## config.mk

```make
export PLATFORM = sky130hd
export DESIGN_NAME = wb_top
export DESIGN_NICKNAME = d
export VERILOG_FILES = /design/src/source/rv_arch_pkg.sv /design/src/source/wb_bus_pkg.sv /design/src/source/wb_op_queue.sv /design/src/source/wb_retire.sv /design/src/source/gpr_file.sv /design/src/source/csr_file.sv /design/src/source/wb_top.sv
export SDC_FILE = /design/constraint.sdc
export NUM_CORES = 2
export LEC_CHECK = 0
export ABC_AREA = 1
export BUFFER_PORTS_ARGS = -buffer_cell sky130_fd_sc_hd__buf_2
export CAP_MARGIN = 15
export CORE_UTILIZATION = 25
export DETAILED_ROUTE_END_ITERATION = 6
export PLACE_DENSITY = 0.47
export SETUP_SLACK_MARGIN = 0.2
export SLEW_MARGIN = 20
export SYNTH_ARGS = -nofsm -noshare
export SYNTH_HDL_FRONTEND = slang
export SYNTH_HIERARCHICAL = 1
export SYNTH_SLANG_ARGS = --single-unit
```

## constraint.sdc

```tcl
create_clock -name clk -period 6.13 [get_ports clk]
set_clock_uncertainty 0.05 [all_clocks]
set_input_delay 0.9195 -clock clk [delete_from_list [all_inputs] [get_ports clk]]
set_output_delay 0.9195 -clock clk [all_outputs]
set_load 0.02 [all_outputs]
```

## src/source/rv_arch_pkg.sv

```systemverilog
// Architectural constants for the RV32 write-back end.
// Data width, register file and CSR file sizes with their address types.
`default_nettype none

package rv_arch_pkg;

    // Data and pc width.
    localparam int xlen = 32;

    // General register file.
    localparam int gpr_count = 32;
    localparam int gpr_addr_w = $clog2(gpr_count);

    // Only four plain CSRs are modelled.
    localparam int csr_count = 4;
    localparam int csr_addr_w = $clog2(csr_count);

    typedef logic [xlen-1:0] word_t;

    typedef logic [gpr_addr_w-1:0] gpr_addr_t;

    typedef logic [csr_addr_w-1:0] csr_addr_t;

endpackage

`default_nettype wire

```

## src/source/wb_bus_pkg.sv

```systemverilog
// Bus structs of the write-back end.
// Memory-to-write-back operation, register write ports and commit record.
`default_nettype none

package wb_bus_pkg;

    import rv_arch_pkg::*;

    // One operation handed over by the memory stage.
    typedef struct packed {
        word_t     pc;
        word_t     inst;
        word_t     alu_out;
        word_t     csr_out;
        word_t     rdata;
        gpr_addr_t rd;
        csr_addr_t csr_rd;
        logic      write_gpr;
        logic      write_csr;
        logic      mem_to_reg;
        logic      system_halt;
    } mem_wb_pkt_t;

    // General register write port.
    typedef struct packed {
        logic      en;
        gpr_addr_t addr;
        word_t     data;
    } gpr_wr_t;

    // CSR write port.
    typedef struct packed {
        logic      en;
        csr_addr_t addr;
        word_t     data;
    } csr_wr_t;

    // Record of one retired instruction.
    typedef struct packed {
        word_t     pc;
        word_t     inst;
        gpr_addr_t rd;
        word_t     rf_data;
        csr_addr_t csr_rd;
        word_t     csr_data;
        logic      reg_wr;
        logic      csr_wr;
        logic      halt;
    } commit_rec_t;

endpackage

`default_nettype wire

```

## src/source/wb_op_queue.sv

```systemverilog
// Credit-fed operation FIFO between the memory and write-back stages.
`default_nettype none
`timescale 1ns/1ps

module wb_op_queue
    import wb_bus_pkg::*;
#(
    parameter int queue_depth = 4
) (
    input  logic        clk,
    input  logic        rst_n,

    input  logic        in_valid,
    input  mem_wb_pkt_t in_pkt,
    output logic        in_credit,

    output logic        head_valid,
    output mem_wb_pkt_t head_pkt,
    input  logic        pop
);

    localparam int ptr_w = (queue_depth > 1) ? $clog2(queue_depth) : 1;
    localparam int cnt_w = $clog2(queue_depth + 1);

    mem_wb_pkt_t       mem [queue_depth];
    logic [ptr_w-1:0]  wr_ptr;
    logic [ptr_w-1:0]  rd_ptr;
    logic [cnt_w-1:0]  count;

    // Wrap at the last entry for any depth.
    function automatic logic [ptr_w-1:0] next_ptr(input logic [ptr_w-1:0] ptr);
        if (ptr == ptr_w'(queue_depth - 1)) begin
            return '0;
        end
        return ptr + 1'b1;
    endfunction

    assign head_valid = (count != '0);
    assign head_pkt   = mem[rd_ptr];

    // Payload storage.
    always_ff @(posedge clk) begin
        if (in_valid) begin
            mem[wr_ptr] <= in_pkt;
        end
    end

    always_ff @(posedge clk) begin
        if (!rst_n) begin
            wr_ptr    <= '0;
            rd_ptr    <= '0;
            count     <= '0;
            in_credit <= 1'b0;
        end else begin
            if (in_valid) begin
                wr_ptr <= next_ptr(wr_ptr);
            end
            if (pop) begin
                rd_ptr <= next_ptr(rd_ptr);
            end

            case ({in_valid, pop})
                2'b10:   count <= count + 1'b1;
                2'b01:   count <= count - 1'b1;
                default: count <= count;
            endcase

            // One credit back to the sender per released entry.
            in_credit <= pop;
        end
    end

endmodule

`default_nettype wire

```

## src/source/wb_retire.sv

```systemverilog
// Retire stage of write-back.
// Value selection, register writes, forwarding, commit credits and halt.
`default_nettype none
`timescale 1ns/1ps

module wb_retire
    import rv_arch_pkg::*;
    import wb_bus_pkg::*;
#(
    parameter int commit_credits = 2
) (
    input  logic        clk,
    input  logic        rst_n,

    // Head of the operation queue.
    input  logic        head_valid,
    input  mem_wb_pkt_t head_pkt,
    output logic        pop,

    // Register file writes.
    output gpr_wr_t     gpr_wr,
    output csr_wr_t     csr_wr,

    // Forwarding data.
    output word_t       rs1_fwd,
    output word_t       rs2_fwd,
    output word_t       csr_fwd,

    // Commit sink.
    output logic        commit_valid,
    output commit_rec_t commit,
    input  logic        commit_credit,

    output logic        halted
);

    localparam int cred_w = $clog2(commit_credits + 1);

    logic [cred_w-1:0] credit_cnt;
    logic              retire;
    word_t             rf_data;
    word_t             csr_data;

    // Retire needs an operation, a sink credit and a running core.
    assign retire = head_valid && (credit_cnt != '0) && !halted;
    assign pop    = retire;

    // Load data wins when mem_to_reg is set.
    assign rf_data  = head_pkt.mem_to_reg ? head_pkt.rdata : head_pkt.alu_out;
    assign csr_data = head_pkt.csr_out;

    assign gpr_wr.en   = retire && head_pkt.write_gpr;
    assign gpr_wr.addr = head_pkt.rd;
    assign gpr_wr.data = rf_data;

    assign csr_wr.en   = retire && head_pkt.write_csr;
    assign csr_wr.addr = head_pkt.csr_rd;
    assign csr_wr.data = csr_data;

    // Only meaningful in a retire cycle.
    assign rs1_fwd = rf_data;
    assign rs2_fwd = rf_data;
    assign csr_fwd = csr_data;

    // Credits held toward the commit sink.
    always_ff @(posedge clk) begin
        if (!rst_n) begin
            credit_cnt <= cred_w'(commit_credits);
        end else begin
            case ({retire, commit_credit})
                2'b10:   credit_cnt <= credit_cnt - 1'b1;
                2'b01:   credit_cnt <= credit_cnt + 1'b1;
                default: credit_cnt <= credit_cnt;
            endcase
        end
    end

    always_ff @(posedge clk) begin
        if (!rst_n) begin
            commit_valid <= 1'b0;
            halted       <= 1'b0;
        end else begin
            commit_valid <= retire;
            // Sticky until reset.
            if (retire && head_pkt.system_halt) begin
                halted <= 1'b1;
            end
        end
    end

    // Commit record payload.
    always_ff @(posedge clk) begin
        if (retire) begin
            commit.pc       <= head_pkt.pc;
            commit.inst     <= head_pkt.inst;
            commit.rd       <= head_pkt.rd;
            commit.rf_data  <= rf_data;
            commit.csr_rd   <= head_pkt.csr_rd;
            commit.csr_data <= csr_data;
            commit.reg_wr   <= head_pkt.write_gpr;
            commit.csr_wr   <= head_pkt.write_csr;
            commit.halt     <= head_pkt.system_halt;
        end
    end

endmodule

`default_nettype wire

```

## src/source/gpr_file.sv

```systemverilog
// General register file with x0 tied to zero.
// Two combinational read ports with write-through bypass.
`default_nettype none
`timescale 1ns/1ps

module gpr_file
    import rv_arch_pkg::*;
    import wb_bus_pkg::*;
(
    input  logic      clk,
    input  logic      rst_n,

    input  gpr_wr_t   wr,

    input  gpr_addr_t rs1_addr,
    output word_t     rs1_data,
    input  gpr_addr_t rs2_addr,
    output word_t     rs2_data
);

    word_t regs [gpr_count];

    // x0 first, then the write in flight, then the array.
    function automatic word_t read_port(input gpr_addr_t addr);
        if (addr == '0) begin
            return '0;
        end
        if (wr.en && (wr.addr == addr)) begin
            return wr.data;
        end
        return regs[addr];
    endfunction

    assign rs1_data = read_port(rs1_addr);
    assign rs2_data = read_port(rs2_addr);

    always_ff @(posedge clk) begin
        if (!rst_n) begin
            for (int i = 0; i < gpr_count; i++) begin
                regs[i] <= '0;
            end
        end else if (wr.en && (wr.addr != '0)) begin
            // Writes to x0 are dropped.
            regs[wr.addr] <= wr.data;
        end
    end

endmodule

`default_nettype wire

```

## src/source/csr_file.sv

```systemverilog
// Four-entry CSR file with one write and one bypassed read port.
`default_nettype none
`timescale 1ns/1ps

module csr_file
    import rv_arch_pkg::*;
    import wb_bus_pkg::*;
(
    input  logic      clk,
    input  logic      rst_n,

    input  csr_wr_t   wr,

    input  csr_addr_t rs_addr,
    output word_t     rs_data
);

    word_t csrs [csr_count];

    // Same-cycle write is visible on the read port.
    assign rs_data = (wr.en && (wr.addr == rs_addr)) ? wr.data : csrs[rs_addr];

    always_ff @(posedge clk) begin
        if (!rst_n) begin
            for (int i = 0; i < csr_count; i++) begin
                csrs[i] <= '0;
            end
        end else if (wr.en) begin
            csrs[wr.addr] <= wr.data;
        end
    end

endmodule

`default_nettype wire

```

## src/source/wb_top.sv

```systemverilog
// Write-back subsystem top level.
// Operation queue, retire stage, general register file and CSR file.
`default_nettype none
`timescale 1ns/1ps

module wb_top
    import rv_arch_pkg::*;
    import wb_bus_pkg::*;
#(
    parameter int queue_depth    = 4,
    parameter int commit_credits = 2
) (
    input  logic        clk,
    input  logic        rst_n,

    // From the memory stage.
    input  logic        in_valid,
    input  mem_wb_pkt_t in_pkt,
    output logic        in_credit,

    // To the commit sink.
    output logic        commit_valid,
    output commit_rec_t commit,
    input  logic        commit_credit,

    // Forwarding data.
    output word_t       rs1_fwd,
    output word_t       rs2_fwd,
    output word_t       csr_fwd,

    // Register read ports.
    input  gpr_addr_t   rs1_addr,
    output word_t       rs1_data,
    input  gpr_addr_t   rs2_addr,
    output word_t       rs2_data,
    input  csr_addr_t   csr_rs_addr,
    output word_t       csr_rs_data,

    output logic        halted
);

    logic        head_valid;
    mem_wb_pkt_t head_pkt;
    logic        pop;
    gpr_wr_t     gpr_wr;
    csr_wr_t     csr_wr;

    wb_op_queue #(
        .queue_depth (queue_depth)
    ) u_wb_op_queue (
        .clk        (clk),
        .rst_n      (rst_n),
        .in_valid   (in_valid),
        .in_pkt     (in_pkt),
        .in_credit  (in_credit),
        .head_valid (head_valid),
        .head_pkt   (head_pkt),
        .pop        (pop)
    );

    wb_retire #(
        .commit_credits (commit_credits)
    ) u_wb_retire (
        .clk           (clk),
        .rst_n         (rst_n),
        .head_valid    (head_valid),
        .head_pkt      (head_pkt),
        .pop           (pop),
        .gpr_wr        (gpr_wr),
        .csr_wr        (csr_wr),
        .rs1_fwd       (rs1_fwd),
        .rs2_fwd       (rs2_fwd),
        .csr_fwd       (csr_fwd),
        .commit_valid  (commit_valid),
        .commit        (commit),
        .commit_credit (commit_credit),
        .halted        (halted)
    );

    gpr_file u_gpr_file (
        .clk      (clk),
        .rst_n    (rst_n),
        .wr       (gpr_wr),
        .rs1_addr (rs1_addr),
        .rs1_data (rs1_data),
        .rs2_addr (rs2_addr),
        .rs2_data (rs2_data)
    );

    csr_file u_csr_file (
        .clk     (clk),
        .rst_n   (rst_n),
        .wr      (csr_wr),
        .rs_addr (csr_rs_addr),
        .rs_data (csr_rs_data)
    );

endmodule

`default_nettype wire

```

==> flow_summary.yaml <==
finish:
  instances_no_fill: 15600
  finalInstanceArea_um2: 111000
  layout-drive-gt1-share: 0.121
  n_fill_cell: 40100
  syn_to_final_growth_pct: 15.5
  fin_nets: 10600
grt:
  grt_max_degree: 175
  gr-total-overflow: 0
  grt_pass1_wl_um: 549000
  antenna_found_initial: 103
  grt_pass1_vias: 71400
  track_usage: 0.196
power_and_ir_drop:
  ir_worst_vdd_v: 0.000348
  powerDensity_nw_per_um2: 390
  p_leak_nw: 43.9
floorplan:
  num_io_pins: 520
  initial_core_util: 0.252
  die_h_um: 623
  rows: 227
  die_x_um: 623
  floorplan.die_area_um2: 388000
  core-area_um2: 383000
timing:
  setup_viol: 0
  worstMarginPinSlew_ns: 1.30
  layout_min_cycle_time_ns: 5.58
  fmax_mhz: 179
  rsz0062_at_grt: "no"
  tns_ns: 0
  relSlewSlack: 0.133
  slew_viol_final: 0
  hold_viol: 0
  period_share: 0.910
logic_synthesis:
  synth-seq-cells: 1988
  seq_area_frac_synth: 0.618
  yosys_most_used_dff: "edfxtp_1"
  synth_edf_count: 1974
  synth_area_leader_cell: "edfxtp_1"
  synth.most_common_cell: "nand2_1"
  synthArstFlopShare: 0
  synth-warning-count: 6
  synth_top_cells_by_count: "nand2_1 (2063), edfxtp_1 (1974), nor2_1 (1777)"
  netlist_area_um2: 96300
  syn_inst: 10300
  yosysTopAreaCellShare: 0.616
  avgSynthCellArea_um2: 9.35
  synthTopCellsByArea: "edfxtp_1 (62%), nand2_1 (8.0%), nor2_1 (6.9%)"
  yosysUniqueCellTypes: 34
detailed_routing:
  vias: 77300
  viasPerCell: 4.95
  drt-wirelength-per-cell_um: 25.3
  drtIter0Drc: 8997
  drt_wl_total_um: 396000
  drtPass1Iterations: 7
  drc: 2
  antenna_left: 0
critical_path:
  worst-endpoint-required_ns: 5.16
  cp-start-kind: "flip-flop"
  cp-end-kind: "output port"
  slowest_stage: "a21oi_1"
  timing.critical_path.buf_inv: 4
  reg2reg_depth: 8
  crit_type: "reg2out"
  cp_num_cells: 11
  worstPathCellList: "inv_8 -> o21ai_0 -> o22ai_1 -> inv_1 -> nor2_2 -> buf_4 -> o21ai_0 -> a21oi_1 -> nand3_4 -> a21oi_1 -> buf_2"
  critPathMaxStageDelay_ns: 0.85
  crit_family: "compound AO/OA/AOI/OAI gates"
  crit_arrival_ns: 4.61
  crit_fanout: 67
placement:
  gp_congestion: 0.857
  dpl_cell_area_um2: 104000
  portBuffers: 519
  place_inst: 15200
  dpl.hpwl_um: 232000
clock_network:
  holdBufCountCts: 0
  cts_max_level: 4
  cts.reportedPaths.clkPinSlew_ns: 0.06
  cts.sinks: 1988
  clock_latency_ns: 0.95
  cts_buffer_depth: 4
  cts_tree: "built"
  numCtsBuffers: 236
  cts_root_buf: "clkbuf_16"
  postCtsSetupRepairBufs: 0
outcome:
  status: "finished with violations"
  violations: "DRC"
min_path:
  hold_path_depth: 1
  hold_class: "in2reg"
  worstHoldStart: "in_pkt[164]"
flow_run:
  drv_cap: 0
[registers in the layout (all words and copies together) (netlist names), named ones only]
| name | cells |
|---|---|
| u_wb_op_queue/wr_ptr | 2 |
| u_gpr_file/regs | 1024 |
| u_wb_op_queue/in_credit | 1 |
| u_wb_retire/commit_valid | 1 |
| u_csr_file/csrs | 128 |
| u_wb_retire/commit | 138 |
| u_wb_op_queue/mem | 684 |
| u_wb_retire/halted | 1 |
| u_wb_op_queue/rd_ptr | 2 |
| u_wb_retire/credit_cnt | 2 |
| u_wb_op_queue/count | 3 |
[repair_timing]
| item | in CTS | in global routing |
|---|---|---|
| endpoints found under the setup margin | 4 | 2 |
| hold endpoints to repair | 0 | 0 |
| gates resized for setup | 1 | 2 |
[cell type report]
class	instances	area, um^2	area share
tap	5038	6300	0.0567
inverter	834	3220	0.0289
clock buffer	295	6210	0.0559
antenna	26	65.1	0.000585
multi-input combinational	6569	29500	0.265
clock inverter	142	1410	0.0127
sequential	1988	59600	0.536
timing repair buffer	749	4980	0.0448
[report_power, final]
group	leakage, nW	total, mW	switching (mW)	internal [mW]
Sequential	19.6	17.0	0.424	16.5
Combinational	20.6	12.3	9.83	2.45
Clock	3.71	14.1	5.98	8.17
Total	43.9	43.4	16.2	27.2
[per-stage QoR]
stage                     worst slack [ns]  hold WS [ns]  total power [mW]  utilization
after floorplan                       1.31         0.379              24.5            -
after global placement                1.14         0.393              29.6        0.270
after detailed placement              1.18         0.404              29.6        0.270
after CTS                            0.349        0.0475              43.7        0.290
after global routing                 0.217        0.0873              45.0        0.290
final                                0.554         0.129              43.4        0.291
[cell usage in the layout, fill, tap and decap left out, types with 42 or more instances in the layout]
cell | synthesis | final
nand2_1 | 2063 | 2000
edfxtp_1 | 1974 | 1974
nor2_1 | 1777 | 1772
nand3_1 | 1186 | 1184
inv_1 | 818 | 794
o21ai_0 | 726 | 725
buf_2 | 199 | 509
a21oi_1 | 274 | 272
clkbuf_16 | 0 | 240
buf_4 | 146 | 187
o211ai_1 | 186 | 186
o22ai_1 | 176 | 172
nand2_2 | 1 | 64
clkinv_1 | 0 | 58
clkbuf_1 | 498 | 55
or2_2 | 55 | 55
buf_12 | 3 | 48
clkinv_2 | 0 | 45
nor3_1 | 42 | 42
[metal layers]
metal | GRT usage | vias up | wire length, um
met5 | 0 | - | 616
met4 | 0.0819 | 98 | 18100
met3 | 0.0484 | 862 | 37800
met2 | 0.310 | 3706 | 178000
met1 | 0.255 | 38000 | 161000
li1 | - | 34700 | -
[worst paths after layout]
path	endpoint	slack, ns
max	rs1_data[31]	0.55
min	u_wb_op_queue/mem[1][164]	0.13
max reg2reg	u_gpr_file/regs[27][9]	1.77
min reg2reg	u_wb_retire/credit_cnt[1]	0.42
[logic make-up after synthesis]
group | after synthesis | share of synthesized area
simple gates | 5131 | 0.218
flops | 1988 | 0.618
buf+inv | 1771 | 0.0795
compound gates | 1364 | 0.0781
mux | 32 | 0.00491
fa+ha+maj | 8 | 0.00112
xor+xnor | 2 | 0.000182
other cells | 1 | 0.0000389
Note: power is estimated with default switching activity, not from simulation.
